`src/drp_pkg.sv`:
```
package drp_pkg;

	//////////////////////////////////////////////////
	// DRP bus

	// Address and data words of the dynamic reconfiguration port
	typedef logic [6:0] drp_addr_t;
	typedef logic [15:0] drp_data_t;

	//////////////////////////////////////////////////
	// Clock manager register map

	// Power control for all sections
	localparam drp_addr_t REG_POWER_CONFIG = 7'h28;

	// First clock register of each output
	// The second one of an output sits at the next address
	localparam drp_addr_t REG_CLKOUT0_CLKREG1 = 7'h08;
	localparam drp_addr_t REG_CLKOUT1_CLKREG1 = 7'h0a;
	localparam drp_addr_t REG_CLKOUT2_CLKREG1 = 7'h0c;
	localparam drp_addr_t REG_CLKOUT3_CLKREG1 = 7'h0e;
	localparam drp_addr_t REG_CLKOUT4_CLKREG1 = 7'h10;
	localparam drp_addr_t REG_CLKOUT5_CLKREG1 = 7'h06;

	// Reserved bits, kept from the old register value on a write
	localparam drp_data_t MASK_CLKREG1 = 16'h1000;
	localparam drp_data_t MASK_CLKREG2_OUT0 = 16'h8000;
	// Outputs 1 to 4 share one layout
	localparam drp_data_t MASK_CLKREG2_MID = 16'hfc00;
	localparam drp_data_t MASK_CLKREG2_OUT5 = 16'hc000;

	// Every power bit set
	localparam drp_data_t POWER_ALL_ON = 16'hffff;

	//////////////////////////////////////////////////
	// Read-modify-write engine

	typedef enum logic [1:0] {
		idle,
		read,
		write
	} drp_state_t;

endpackage

```
`src/reconfig_pkg.sv`:
```
package reconfig_pkg;

	//////////////////////////////////////////////////
	// Output commands

	// Outputs 0 to 5 can be reprogrammed
	localparam int NUM_OUTPUTS = 6;

	// Output index, values 6 and 7 are not legal
	typedef logic [2:0] out_idx_t;

	// Divisor, bit 7 unused so legal range is 1 to 127
	typedef logic [7:0] out_div_t;

	// Phase offset in eighths of a VCO period
	typedef logic [8:0] out_phase_t;

	//////////////////////////////////////////////////
	// Reconfiguration sequencer

	typedef enum logic [2:0] {
		// Power-up write in flight
		boot_power,
		// Waiting for the host, PLL held in reset
		boot_hold,
		// Normal running, not reconfiguring
		idle,
		// In reconfiguration mode, waiting for a command
		ready,
		// CLKREG1 write pending, CLKREG2 next
		outdiv_reg2,
		// Last write pending, then command done
		cmd_finish
	} reconfig_state_t;

endpackage

```
`src/clkout_reg_encoder.sv`:
```
module clkout_reg_encoder (
	// Low selects CLKREG1, high selects CLKREG2
	input logic reg2_sel,

	// Host command fields
	input reconfig_pkg::out_idx_t reconfig_output_idx,
	input reconfig_pkg::out_div_t reconfig_output_div,
	input reconfig_pkg::out_phase_t reconfig_output_phase,

	// Register write for the sequencer
	output drp_pkg::drp_addr_t enc_addr,
	output drp_pkg::drp_data_t enc_wdata,
	output drp_pkg::drp_data_t enc_wmask
);

	drp_pkg::drp_addr_t base_addr;
	drp_pkg::drp_data_t reg2_mask;
	drp_pkg::drp_data_t reg1_data;
	drp_pkg::drp_data_t reg2_data;
	logic [5:0] half_div;
	logic [5:0] low_time;
	logic idx_legal;

	//////////////////////////////////////////////////
	// Per-output address and reserved bits

	always_comb begin
		idx_legal = (int'(reconfig_output_idx) < reconfig_pkg::NUM_OUTPUTS);
		case (reconfig_output_idx)
			3'd0: base_addr = drp_pkg::REG_CLKOUT0_CLKREG1;
			3'd1: base_addr = drp_pkg::REG_CLKOUT1_CLKREG1;
			3'd2: base_addr = drp_pkg::REG_CLKOUT2_CLKREG1;
			3'd3: base_addr = drp_pkg::REG_CLKOUT3_CLKREG1;
			3'd4: base_addr = drp_pkg::REG_CLKOUT4_CLKREG1;
			3'd5: base_addr = drp_pkg::REG_CLKOUT5_CLKREG1;
			default: base_addr = drp_pkg::REG_CLKOUT0_CLKREG1;
		endcase

		// CLKREG2 layout differs on outputs 0 and 5
		case (reconfig_output_idx)
			3'd0: reg2_mask = drp_pkg::MASK_CLKREG2_OUT0;
			3'd5: reg2_mask = drp_pkg::MASK_CLKREG2_OUT5;
			default: reg2_mask = drp_pkg::MASK_CLKREG2_MID;
		endcase
	end

	//////////////////////////////////////////////////
	// Register contents

	// High time is half the divisor, low time gets the odd cycle
	assign half_div = reconfig_output_div[6:1];
	assign low_time = half_div + {5'd0, reconfig_output_div[0]};

	// CLKREG1: fine phase, reserved bit, high time, low time
	assign reg1_data = {reconfig_output_phase[2:0], 1'b0, half_div, low_time};

	// CLKREG2: edge flip for odd divisors, bypass for divide by 1, coarse phase
	assign reg2_data = {
		8'd0,
		reconfig_output_div[0],
		(reconfig_output_div == 8'd1),
		reconfig_output_phase[8:3]
	};

	assign enc_addr = base_addr + drp_pkg::drp_addr_t'(reg2_sel);
	assign enc_wdata = reg2_sel ? reg2_data : reg1_data;

	// Illegal index turns into a write to output 0 that keeps every bit
	always_comb begin
		if (!idx_legal)
			enc_wmask = 16'hffff;
		else if (reg2_sel)
			enc_wmask = reg2_mask;
		else
			enc_wmask = drp_pkg::MASK_CLKREG1;
	end

endmodule

```
`src/drp_rmw.sv`:
```
module drp_rmw (
	input logic reconfig_clk,
	input logic reset,

	// Register write request from the sequencer
	input logic reg_wr,
	input drp_pkg::drp_addr_t reg_addr,
	input drp_pkg::drp_data_t reg_wdata,
	input drp_pkg::drp_data_t reg_wmask,
	output logic reg_wr_done,

	// DRP master side
	output logic drp_en,
	output logic drp_we,
	output drp_pkg::drp_addr_t drp_daddr,
	output drp_pkg::drp_data_t drp_din,
	input drp_pkg::drp_data_t drp_dout,
	input logic drp_ready
);

	drp_pkg::drp_state_t state;
	drp_pkg::drp_data_t merged;

	// Masked bits come from the register, the rest from the request
	assign merged = (drp_dout & reg_wmask) | (reg_wdata & ~reg_wmask);

	always_ff @(posedge reconfig_clk) begin
		// Strobes and address only live for the cycle they are issued
		drp_en <= 1'b0;
		drp_we <= 1'b0;
		drp_daddr <= '0;
		reg_wr_done <= 1'b0;

		if (reset) begin
			state <= drp_pkg::idle;
		end else begin
			case (state)
				// New request, read the target register first
				drp_pkg::idle: begin
					if (reg_wr) begin
						drp_en <= 1'b1;
						drp_daddr <= reg_addr;
						state <= drp_pkg::read;
					end
				end

				// Old value is back, write the merged word to the same address
				drp_pkg::read: begin
					if (drp_ready) begin
						drp_en <= 1'b1;
						drp_we <= 1'b1;
						drp_daddr <= reg_addr;
						drp_din <= merged;
						state <= drp_pkg::write;
					end
				end

				// Write acknowledged
				drp_pkg::write: begin
					if (drp_ready) begin
						reg_wr_done <= 1'b1;
						state <= drp_pkg::idle;
					end
				end

				default: begin
					state <= drp_pkg::idle;
				end
			endcase
		end
	end

endmodule

```
`src/pll_reconfig_fsm.sv`:
```
module pll_reconfig_fsm (
	input logic reconfig_clk,
	input logic reset,

	// Host control
	input logic pll_reset_req,
	input logic reconfig_start,
	input logic reconfig_finish,
	input logic reconfig_output_en,
	output logic busy,
	output logic reconfig_cmd_done,
	output logic pll_reset,

	// Request to the DRP engine
	output logic reg_wr,
	output drp_pkg::drp_addr_t reg_addr,
	output drp_pkg::drp_data_t reg_wdata,
	output drp_pkg::drp_data_t reg_wmask,
	input logic reg_wr_done,

	// Output register encoder
	output logic reg2_sel,
	input drp_pkg::drp_addr_t enc_addr,
	input drp_pkg::drp_data_t enc_wdata,
	input drp_pkg::drp_data_t enc_wmask
);

	reconfig_pkg::reconfig_state_t state;

	// Encoder shows CLKREG2 while the first write is pending
	assign reg2_sel = (state == reconfig_pkg::outdiv_reg2);

	always_ff @(posedge reconfig_clk) begin
		if (reset) begin
			state <= reconfig_pkg::boot_power;
			busy <= 1'b1;
			pll_reset <= 1'b1;
			reg_wr <= 1'b0;
			reconfig_cmd_done <= 1'b0;
		end else begin
			reg_wr <= 1'b0;
			reconfig_cmd_done <= 1'b0;

			case (state)
				//////////////////////////////////////////////////
				// Boot

				// Turn on all power bits, nothing kept
				reconfig_pkg::boot_power: begin
					reg_wr <= 1'b1;
					reg_addr <= drp_pkg::REG_POWER_CONFIG;
					reg_wdata <= drp_pkg::POWER_ALL_ON;
					reg_wmask <= '0;
					state <= reconfig_pkg::boot_hold;
				end

				// Host strobes count once the power write is through
				reconfig_pkg::boot_hold: begin
					if (reg_wr_done)
						busy <= 1'b0;
					if (!busy) begin
						// PLL already in reset here
						if (reconfig_start)
							state <= reconfig_pkg::ready;
						else if (pll_reset_req)
							state <= reconfig_pkg::idle;
					end
				end

				//////////////////////////////////////////////////
				// Normal running

				reconfig_pkg::idle: begin
					// A reset request is one cycle long
					pll_reset <= 1'b0;
					if (reconfig_start) begin
						pll_reset <= 1'b1;
						state <= reconfig_pkg::ready;
					end else if (pll_reset_req) begin
						pll_reset <= 1'b1;
					end
				end

				//////////////////////////////////////////////////
				// Reconfiguration mode, PLL kept in reset

				reconfig_pkg::ready: begin
					if (reconfig_output_en) begin
						reg_wr <= 1'b1;
						reg_addr <= enc_addr;
						reg_wdata <= enc_wdata;
						reg_wmask <= enc_wmask;
						state <= reconfig_pkg::outdiv_reg2;
					end else if (reconfig_finish) begin
						state <= reconfig_pkg::idle;
					end
				end

				// CLKREG1 done, send CLKREG2
				reconfig_pkg::outdiv_reg2: begin
					if (reg_wr_done) begin
						reg_wr <= 1'b1;
						reg_addr <= enc_addr;
						reg_wdata <= enc_wdata;
						reg_wmask <= enc_wmask;
						state <= reconfig_pkg::cmd_finish;
					end
				end

				// Tell the host once the last write lands
				reconfig_pkg::cmd_finish: begin
					if (reg_wr_done) begin
						reconfig_cmd_done <= 1'b1;
						state <= reconfig_pkg::ready;
					end
				end

				default: begin
					state <= reconfig_pkg::boot_power;
				end
			endcase
		end
	end

endmodule

```
`src/pll_reconfig_top.sv`:
```
module pll_reconfig_top (
	input logic reconfig_clk,
	input logic reset,

	// Host side
	input logic pll_reset_req,
	input logic reconfig_start,
	input logic reconfig_finish,
	input logic reconfig_output_en,
	input reconfig_pkg::out_idx_t reconfig_output_idx,
	input reconfig_pkg::out_div_t reconfig_output_div,
	input reconfig_pkg::out_phase_t reconfig_output_phase,
	output logic busy,
	output logic reconfig_cmd_done,
	output logic pll_reset,

	// DRP of the clock manager
	output logic drp_en,
	output logic drp_we,
	output drp_pkg::drp_addr_t drp_daddr,
	output drp_pkg::drp_data_t drp_din,
	input drp_pkg::drp_data_t drp_dout,
	input logic drp_ready
);

	// Sequencer to engine
	logic reg_wr;
	logic reg_wr_done;
	drp_pkg::drp_addr_t reg_addr;
	drp_pkg::drp_data_t reg_wdata;
	drp_pkg::drp_data_t reg_wmask;

	// Encoder link
	logic reg2_sel;
	drp_pkg::drp_addr_t enc_addr;
	drp_pkg::drp_data_t enc_wdata;
	drp_pkg::drp_data_t enc_wmask;

	pll_reconfig_fsm u_fsm (
		.reconfig_clk(reconfig_clk),
		.reset(reset),
		.pll_reset_req(pll_reset_req),
		.reconfig_start(reconfig_start),
		.reconfig_finish(reconfig_finish),
		.reconfig_output_en(reconfig_output_en),
		.busy(busy),
		.reconfig_cmd_done(reconfig_cmd_done),
		.pll_reset(pll_reset),
		.reg_wr(reg_wr),
		.reg_addr(reg_addr),
		.reg_wdata(reg_wdata),
		.reg_wmask(reg_wmask),
		.reg_wr_done(reg_wr_done),
		.reg2_sel(reg2_sel),
		.enc_addr(enc_addr),
		.enc_wdata(enc_wdata),
		.enc_wmask(enc_wmask)
	);

	clkout_reg_encoder u_encoder (
		.reg2_sel(reg2_sel),
		.reconfig_output_idx(reconfig_output_idx),
		.reconfig_output_div(reconfig_output_div),
		.reconfig_output_phase(reconfig_output_phase),
		.enc_addr(enc_addr),
		.enc_wdata(enc_wdata),
		.enc_wmask(enc_wmask)
	);

	drp_rmw u_rmw (
		.reconfig_clk(reconfig_clk),
		.reset(reset),
		.reg_wr(reg_wr),
		.reg_addr(reg_addr),
		.reg_wdata(reg_wdata),
		.reg_wmask(reg_wmask),
		.reg_wr_done(reg_wr_done),
		.drp_en(drp_en),
		.drp_we(drp_we),
		.drp_daddr(drp_daddr),
		.drp_din(drp_din),
		.drp_dout(drp_dout),
		.drp_ready(drp_ready)
	);

endmodule

```
`config.mk`:
```
export PLATFORM = sky130hd
export DESIGN_NAME = pll_reconfig_top
export DESIGN_NICKNAME = d
export VERILOG_FILES = /design/src/drp_pkg.sv /design/src/reconfig_pkg.sv /design/src/clkout_reg_encoder.sv /design/src/drp_rmw.sv /design/src/pll_reconfig_fsm.sv /design/src/pll_reconfig_top.sv
export SDC_FILE = /design/constraint.sdc
export NUM_CORES = 1
export LEC_CHECK = 0
export ABC_AREA = 1
export ABC_CLOCK_PERIOD_IN_PS = 2200
export BUFFER_PORTS_ARGS = -buffer_cell sky130_fd_sc_hd__buf_2
export CORE_ASPECT_RATIO = 0.7
export CORE_MARGIN = 10
export CORE_UTILIZATION = 47
export CTS_BUF_LIST = sky130_fd_sc_hd__clkbuf_16
export CTS_CLUSTER_SIZE = 24
export DETAILED_ROUTE_END_ITERATION = 10
export HOLD_SLACK_MARGIN = 0.02
export PLACE_DENSITY = 0.78
export SLEW_MARGIN = 20
export SYNTH_ARGS = -nofsm -noshare
export SYNTH_HDL_FRONTEND = slang
export SYNTH_SLANG_ARGS = --single-unit
export TNS_END_PERCENT = 5
```
`constraint.sdc`:
```
create_clock -name reconfig_clk -period 2.2 [get_ports reconfig_clk]
set_input_delay 0.22 -clock reconfig_clk [delete_from_list [all_inputs] [get_ports reconfig_clk]]
set_output_delay 0.22 -clock reconfig_clk [all_outputs]
set_load 0.02 [all_outputs]
```
After elaboration in Yosys (flattened, before gate mapping)
Cells that the tools add are included.
Operators by class
  multiplexer cells: 38
  equal/unequal tests: 23
  reduce and logical (&&, ||, !) cells: 12
  order comparisons: 1
  add/subtract/negate cells: 2
  bitwise gates (word level): 8
Operators with widths (count)
  $mux 16: 7
  $pmux 16 s3: 2
  $and 16x16->16: 2
  $pmux 15 s2: 1
  $mux 7: 4
  $pmux 5 s5: 1
  $mux 3: 8
  $pmux 7 s3: 1
  $pmux 3 s6: 1
  $not 16->16: 1
  $or 16x16->16: 1
  $pmux 7 s2: 1
  $eq 3x2->1 const B: 4
  $eq 3x3->1 const B: 4
  $ne 2x2->1 const B: 6
  $eq 8x1->1 const B: 1
  $add 5x1->6: 1
  $add 6x1->6: 1
  $eq 3x1->1 const B: 2
  $logic_not 3->1: 2
  $mux 1: 6
  $mux 2: 3
  $ne 3x3->1 const B: 2
  $pmux 2 s3: 1
  14 further kinds: 21
Word-level totals
  word-level logic and storage cells: 98
  flip-flop bits (word level): 74
  output and inout bits: 28

Depth between registers and ports, before layout
Gate-level depths: netlist (run 1).
  depth after elaboration: 6
  gate-level depth with buffers: 8
  depth with buffers taken out: 8

Modules after synthesis
From an unflattened synthesis (run 1), not the netlist that was laid out.
Unflattened totals
  cell total of the unflattened synthesis: 379
  area total of the unflattened synthesis: 3569.7 µm²
Modules (own cells, without submodules)
  pll_reconfig_fsm: instances 1, area each 1935.6 µm², cells each 161, seq. area each 1311.3 µm²
  drp_rmw: instances 1, area each 1089.8 µm², cells each 109, seq. area each 720.7 µm²
  clkout_reg_encoder: instances 1, area each 544.3 µm², cells each 109, seq. area each 0.0 µm²

Worst setup path before layout (run 1)
No wires, ideal clock.
  path kind: register to register
  start point: register u_rmw.state[1]
  end point: register u_rmw.drp_din[0] (enable)
  data required time: 1789 ps
  stages on the path, launching flop included: 4
  slack: 169 ps
  data arrival time: 1620 ps
  cells stage by stage: dfxtp_1 -> inv_1 -> nand2_1 -> nor3_1
Between the ends
  cells in the longest elaborated chain, start to end: 2
RTL lines
  start, declared: RTL line drp_rmw.sv:21  | drp_pkg::drp_state_t state;
  start signal, assigned: RTL line drp_rmw.sv:35  | state <= drp_pkg::idle;
  start signal, assigned: RTL line drp_rmw.sv:43  | state <= drp_pkg::read;
  start signal, assigned: RTL line drp_rmw.sv:54  | state <= drp_pkg::write;
  $eq 2x1->1: RTL line drp_rmw.sv:37  | case (state)
  $reduce_and 3->1 (no line)
  end signal, assigned: RTL line drp_rmw.sv:53  | drp_din <= merged;
  end, declared: RTL line drp_rmw.sv:16  | output drp_pkg::drp_data_t drp_din,
Every way passes these cells.
A chain may end at the register's enable or synchronous reset.

Final worst setup path (run 1)
  start point: register u_fsm.state[1]
  end point: register u_fsm.reg_wdata[10] (enable)
Between the ends
  cells in the longest elaborated chain, start to end: 3
RTL lines
  start, declared: RTL line pll_reconfig_fsm.sv:28  | reconfig_pkg::reconfig_state_t state;
  start signal, assigned: RTL line pll_reconfig_fsm.sv:35  | state <= reconfig_pkg::boot_power;
  start signal, assigned: RTL line pll_reconfig_fsm.sv:54  | state <= reconfig_pkg::boot_hold;
  start signal, assigned: RTL line pll_reconfig_fsm.sv:64  | state <= reconfig_pkg::ready;
  $eq 3x2->1, or another cell as far along: RTL line pll_reconfig_fsm.sv:44  | case (state)
  $ne 2x2->1 (no line), or another cell as far along
  $reduce_and 4->1 (no line) *
  end signal, assigned: RTL line pll_reconfig_fsm.sv:52  | reg_wdata <= drp_pkg::POWER_ALL_ON;
  end signal, assigned: RTL line pll_reconfig_fsm.sv:91  | reg_wdata <= enc_wdata;
  end signal, assigned: RTL line pll_reconfig_fsm.sv:104  | reg_wdata <= enc_wdata;
  end, declared: RTL line pll_reconfig_fsm.sv:17  | output drp_pkg::drp_data_t reg_wdata,
Every way passes the cells marked *; elsewhere a longest branch is shown, timed or not.

==> run summary, run 1 <==
Status: finished clean
Required time of the worst setup path: 2.21 ns
CTS max path bufs: 2
R2r endpoint: u_fsm.reg_wdata[10]
Combinational share of power: 0.197
DRT antenna net count: 0
Final Hold Vio Count: 0
FF-to-FF path depth: 6
# H-tree levels: 3
Slew headroom: 0.621
Crit path launch: u_fsm.state[1]
Vias in the first global route: 1,952
Synth top area cells: edfxtp_1 (48%), dfxtp_1 (14%), mux2_2 (6.4%)
Gate Count Post-Synth: 242
Seq cells post-synth: 60
Distinct cells, synth: 32
Die width: 109 µm
Row cnt: 22
Final Slew Violations: 0
Mapped Nets: 290
Worst hold path class: in2reg
Post-synth EDFFs: 42
Most numerous cell types in the synthesized netlist: edfxtp_1 (42), nand2_1 (42), inv_1 (32)
Worst Setup EP: u_fsm.reg_wdata[10]
Final Skew: 0.00466 ns
P_leak: 1.42 nW
RR Startpoint: u_fsm.state[1]
Yosys warning count: 0
# fillers: 416
CP max stage delay: 0.47 ns
Setup Crit Path Kind: reg2reg
Crit end category: flip-flop
RD Place Congestion: 0.936
Post-synth top area share: 0.480
Mapped Avg Cell Area: 10.8 µm²
Worst hold slack: 0.161 ns
Reg clk slew, reported paths: 0.05 ns
DRC: 0
Asr flop ratio synth: 0
Total CTS buffers: 9
PwrDens: 1010 nW/µm²
Vias per cell: 4.99
Startpoint types: flip-flop
First-pass GRT wire length: 9260 µm
Vias: 1,980
CP max FO: 17
CP Cell Sequence: nor2_2 > nand2_4 > inv_2 > nand2_1 > o2111a_1 > buf_4
Hpwl dp: 4450 µm
Nets: 368
GRT overflow: 0
Initial Util: 0.494
Ys flop type: edfxtp_1
Worst-skew pair later-pin latency: 0.32 ns
Int Power: 2.41 mW
Register area share after synthesis: 0.618
Core area: 5310 µm²
Root Buffer: clkbuf_16
Postcts setup bufs: 0
Peak VDD IR: 0.000528 V
Ant. Diodes: 0
Max cap viols: 0
Final min period: 1.82 ns
Reg power frac: 0.455
Input/output buffers: 69
Finish-stage setup viols: 0
CTS tree: done
Clock power share: 0.348
Ports: 71
Net Switching: 0.931 mW
Die span in y: 82.5 µm
Synth area leader: edfxtp_1
Max frequency: 549 MHz
Clk sink count: 60
Number of gates resized after CTS: 0
Routed WL per cell: 14.7 µm
P&R area growth vs syn: 26.1%
Die area: 9020 µm²
Tightest Pin Transition: 0.565 ns
Total Wirelength: 5830 µm
RSZ-0062 raised after global routing: no
Total GRT Usage: 0.135
Max stage delay cell, worst path: dfxtp_1
Violation count after the first detailed-route iteration: 108
Fraction of layout cells with a size suffix above 1: 0.338
Drt first pass iters: 4
Antenna violations before repair: 0
Cell Area, Synth: 2630 µm²
TNS Setup: 0 ns
Critical path data arrival time: 1.83 ns
Sw frac: 0.279
Largest net degree at the start of global routing: 18
CTS Hold Buffers Added: 0
Hold wc startpoint: reset
Final worst path period share: 0.828
R2R Setup Slk: 0.38 ns
-- cell type report --
type | count | area, µm² | share of cell area
clock buffer | 9 | 225 | 0.0680
clock inverter | 7 | 27.5 | 0.00831
timing repair buffer | 72 | 368 | 0.111
tap | 72 | 90.1 | 0.0272
sequential | 60 | 1620 | 0.490
multi-input combinational | 140 | 840 | 0.254
inverter | 37 | 139 | 0.0419
-- how the worst min path moves through the flow --
stage,slack [ns],endpoint,cells after the start
2_1_floorplan,0.30,u_rmw.drp_we,1
3_3_place_gp,0.44,u_fsm.pll_reset,2
3_5_place_dp,0.45,u_fsm.pll_reset,2
4_1_cts,0.15,u_fsm.reconfig_cmd_done,2
5_1_grt,0.16,u_fsm.reconfig_cmd_done,2
6_report,0.16,u_fsm.reconfig_cmd_done,2
-- routing by layer --
| layer | up-vias | wire (µm) | GRT usage |
|---|---|---|---|
| met3 | 7 | 670 | 0.0727 |
| met1 | 901 | 2440 | 0.149 |
| met2 | 87 | 2660 | 0.216 |
| met5 | - | 0 | 0 |
| li1 | 985 | - | - |
| met4 | 0 | 53 | 0.0557 |
-- registers in the layout (all words and copies together) (netlist names), 2 cells and up --
register,cells
u_fsm.reg_addr,5
u_fsm.reg_wdata,16
u_fsm.reg_wmask,5
u_fsm.state,3
u_rmw.drp_daddr,6
u_rmw.drp_din,16
u_rmw.state,2
-- stage by stage --
step | instances | utilization | total power [mW] | cell area, µm² | setup WS (ns)
4_1_cts | 397 | 0.623 | 3.36 | 3310 | 0.402
3_5_place_dp | 381 | 0.576 | 2.20 | 3060 | 0.425
3_3_place_gp | 381 | 0.576 | 2.17 | 3060 | 0.513
5_1_grt | 397 | 0.623 | 3.51 | 3310 | 0.259
6_report | 397 | 0.623 | 3.34 | 3310 | 0.379
2_1_floorplan | 242 | - | 1.98 | 2630 | 0.169
-- logic make-up (layout without fill, tap and decap cells) --
group	Yosys count	in the layout	synth area share
and+or+nand+nor	90	90	0.160
buffers and inverters	42	125	0.0643
other	1	1	0.00143
adders and majority gates	5	5	0.0238
AOI/OAI and AO/OA	28	28	0.0653
xor gates and xnor gates	1	1	0.00334
DFF	60	60	0.618
muxes	15	15	0.0643
-- layout by cell type (no fill, tap or decap), types with 6 or more instances in the layout --
cell type	count
nand3_1	11
inv_1	34
edfxtp_1	42
o21ai_0	10
mux2_2	15
dfxtp_1	18
a21oi_1	7
clkbuf_16	9
nand2_1	42
buf_2	69
nand4_1	6
nor2_1	15
-- power by group through the flow --
stage,sequential [mW],combinational (mW),clock [mW]
after floorplan,1.57,0.413,0
after global placement,1.53,0.636,0
after detailed placement,1.54,0.654,0
after CTS,1.52,0.662,1.18
after global routing,1.54,0.734,1.24
final,1.52,0.659,1.16
-- worst max-delay path: cells and delay by family (launching register included) --
| family | cells | cell delay, ns |
|---|---|---|
| buf+inv | 2 | 0.41 |
| flops | 1 | 0.47 |
| compound gates | 1 | 0.20 |
| simple gates | 3 | 0.42 |
No activity file was read; power rests on OpenSTA's default activity.
==> run 2: changes to the inputs <==
--- a/config.mk
+++ b/config.mk
@@ -5,17 +5,17 @@
 export SDC_FILE = /design/constraint.sdc
 export NUM_CORES = 1
 export LEC_CHECK = 0
-export ABC_AREA = 1
-export ABC_CLOCK_PERIOD_IN_PS = 2200
+export ABC_AREA = 0
+export ABC_CLOCK_PERIOD_IN_PS = 1800
 export BUFFER_PORTS_ARGS = -buffer_cell sky130_fd_sc_hd__buf_2
 export CORE_ASPECT_RATIO = 0.7
 export CORE_MARGIN = 10
-export CORE_UTILIZATION = 47
+export CORE_UTILIZATION = 52
 export CTS_BUF_LIST = sky130_fd_sc_hd__clkbuf_16
 export CTS_CLUSTER_SIZE = 24
 export DETAILED_ROUTE_END_ITERATION = 10
 export HOLD_SLACK_MARGIN = 0.02
-export PLACE_DENSITY = 0.78
+export PLACE_DENSITY = 0.81
 export SLEW_MARGIN = 20
 export SYNTH_ARGS = -nofsm -noshare
 export SYNTH_HDL_FRONTEND = slang
==> constraint.sdc (replaced) <==
create_clock -name reconfig_clk -period 1.8 [get_ports reconfig_clk]
set_input_delay 0.18 -clock reconfig_clk [delete_from_list [all_inputs] [get_ports reconfig_clk]]
set_output_delay 0.18 -clock reconfig_clk [all_outputs]
set_load 0.02 [all_outputs]
==> run 2 against run 1 <==
- flip-flop and latch count stayed put
- critical path type unchanged
- die area fell by 8.5%
- largest power group unchanged
- register-to-register slack lost 0.22 ns
- global-route usage increased by 0.57 points
- final cell count decreased by 11%
- synthesized area decreased by 1.3%
- total power shrank 4.6%
- routed wire length decreased by 3.5%
- worst hold slack worse by 0.0049 ns
- non-clock buffer count is 5 higher
- critical path depth fell by 2
- via count shrank 8.7%
- critical endpoint is now u_fsm.reg_addr[3]
==> run summary, run 2 <==
Status: finished clean
Nets: 328 (-11%)
Input/output buffers: 69 (unchanged)
RD Place Congestion: 0.868 (-7.2%)
Total Wirelength: 5620 µm (-3.5%)
Number of gates resized after CTS: 0 (unchanged)
CTS Hold Buffers Added: 0 (unchanged)
Final min period: 1.64 ns (-0.181 ns)
Worst hold path class: in2reg
# fillers: 363 (-13%)
Setup Crit Path Kind: reg2reg
DRT antenna net count: 0 (unchanged)
Vias in the first global route: 1,837 (-5.9%)
CP max FO: 7 (-10)
WL met2: 2660 µm (-0.15%)
Routed WL per cell: 15.9 µm (+8.2%)
Die area: 8250 µm² (-8.5%)
Final Skew: 0.00665 ns (+0.00199 ns)
RSZ-0062 raised after global routing: no
Mapped Avg Cell Area: 12.9 µm² (+19%)
Core area: 4810 µm² (-9.5%)
# H-tree levels: 3 (unchanged)
CTS max path bufs: 2 (unchanged)
Largest registers: u_fsm.reg_wdata x16, u_rmw.drp_din x16, u_rmw.drp_daddr x6
Root Buffer: clkbuf_16
Total GRT Usage: 0.141 (+0.00570)
Max stage delay cell, worst path: or3b_1
Max cap viols: 0 (unchanged)
Hpwl dp: 4050 µm (-8.9%)
Distinct cells, synth: 43 (+34%)
GRT overflow: 0 (unchanged)
PwrDens: 960 nW/µm² (-4.8%)
Initial Util: 0.539 (+0.0448)
Seq cells post-synth: 60 (unchanged)
Clk sink count: 60 (unchanged)
TNS Setup: 0 ns (unchanged)
Count leader, synth: edfxtp_1
Worst hold slack: 0.156 ns (-0.00487 ns)
Die width: 104 µm (-4.5%)
Mapped Nets: 249 (-14%)
Final worst path period share: 0.911 (+0.0832)
Gate Count Post-Synth: 201 (-17%)
Post-synth top area share: 0.487 (+0.00626)
Most frequent cells in the layout: buf_2 (69), edfxtp_1 (42), dfxtp_1 (18), mux2_2 (16)
Worst-skew pair later-pin latency: 0.32 ns (about the same)
Met1 WL: 2510 µm (+2.9%)
Largest net degree at the start of global routing: 27 (+9)
Finished Cell Area: 3320 µm² (+0.19%)
Crit end category: flip-flop
Vias: 1,807 (-8.7%)
Final Hold Vio Count: 0 (unchanged)
Yosys warning count: 0 (unchanged)
Asr flop ratio synth: 0 (unchanged)
Violation count after the first detailed-route iteration: 163 (+51%)
Synth area leader: edfxtp_1
Highest Signal Layer: met4
Total CTS buffers: 9 (unchanged)
Finished Core Util: 0.690 (+0.0667)
Die span in y: 79.1 µm (-4.2%)
Post-synth EDFFs: 42 (unchanged)
Ports: 71 (unchanged)
DRC: 0 (unchanged)
Drt first pass iters: 4 (unchanged)
P_leak: 1.24 nW (-13%)
Row cnt: 21 (-4.5%)
Top cell family by delay on the critical path: simple AND/OR/NAND/NOR gates
Required time of the worst setup path: 1.86 ns (-0.35 ns)
PnR Total Power: 3.19 mW (-4.6%)
Max frequency: 610 MHz (+11%)
Peak VDD IR: 0.000634 V (+20%)
Vias per cell: 5.10 (+2.3%)
P&R area growth vs syn: 28.0%
Startpoint types: flip-flop
CTS tree: done
Register area share after synthesis: 0.626 (+0.00805)
Ant. Diodes: 0 (unchanged)
Fraction of layout cells with a size suffix above 1: 0.389 (+0.0510)
Met3 routed wirelength: 371 µm (-45%)
Antenna violations before repair: 0 (unchanged)
Final Slew Violations: 0 (unchanged)
Commonest non-fill, non-tap cell in the layout: buf_2
Finish-stage setup viols: 0 (unchanged)
Synth top area cells: edfxtp_1 (49%), dfxtp_1 (14%), mux2_2 (7.0%)
Worst path buffer plus inverter count: 1 (-1)
Reg clk slew, reported paths: 0.05 ns (about the same)
CP Cell Sequence: or3b_1 > clkinv_8 > nor2_4 > a2111o_1
First-pass GRT wire length: 9270 µm (about the same)
Cell Area, Synth: 2590 µm² (-1.3%)
Postcts setup bufs: 0 (unchanged)
Critical path data arrival time: 1.70 ns (-0.13 ns)
CP max stage delay: 0.48 ns (about the same)
Most numerous cell types in the synthesized netlist: edfxtp_1 (42), dfxtp_1 (18), mux2_2 (16)
Placed cell area: 3060 µm² (about the same)
Ys flop type: edfxtp_1
## run 2: cell count changes after synthesis, sizes merged, moves of 5 or more
cell    before  now
a21oi        7   13
and2         0    6
clkbuf       0    6
inv         36    8
nand2       45    6
nand3       12    6
nand4        6    1
nor2        18   13
nor2b        0    5
o21a         1    8
## run 2: cell type report
type,count,area (µm²),area share
Clock buffer,9,225,0.0679
Sequential cell,60,1620,0.489
Inverter,9,46.3,0.0140
Multi-Input combinational cell,123,883,0.266
Timing Repair Buffer,77,418,0.126
Clock inverter,7,36.3,0.0109
Tap cell,69,86.3,0.0260
## run 2: kinds of logic after synthesis
kind of cell / Yosys count / share of synthesized area
fa+ha+maj: 5 / 0.0241
flops: 60 / 0.626
other cells: 1 / 0.00145
simple gates: 54 / 0.116
compound gates: 43 / 0.110
mux: 16 / 0.0695
xor+xnor: 4 / 0.0135
buf+inv: 18 / 0.0396
## run 2: report_power, final
| group | total (mW) | internal [mW] | switching [mW] |
|---|---|---|---|
| clock | 1.47 | 0.907 | 0.563 |
| sequential | 1.51 | 1.50 | 0.0122 |
| combinational | 0.204 | 0.0924 | 0.112 |
## run 2: worst paths after layout
path,startpoint,endpoint,slack [ns],cells past startpoint
max,u_fsm.state[2],u_fsm.reg_addr[3],0.16,4
min,drp_dout[5],u_rmw.drp_din[5],0.16,2
max reg2reg,u_fsm.state[2],u_fsm.reg_addr[3],0.16,4
min reg2reg,u_fsm.reg_addr[3],u_rmw.drp_daddr[3],0.44,1
## run 2: metrics by stage
step                      setup WS, ns  cells
after floorplan                 0.0759    201
after global placement           0.214    338
after detailed placement         0.165    338
after CTS                        0.158    354
after global routing             0.121    354
final                            0.160    354
## run 2: per-layer routing
metal | vias to the layer above | track usage
li1 | 902 | -
met1 | 826 | 0.166
met2 | 70 | 0.219
met3 | 9 | 0.0702
met4 | 0 | 0.0485
met5 | - | 0
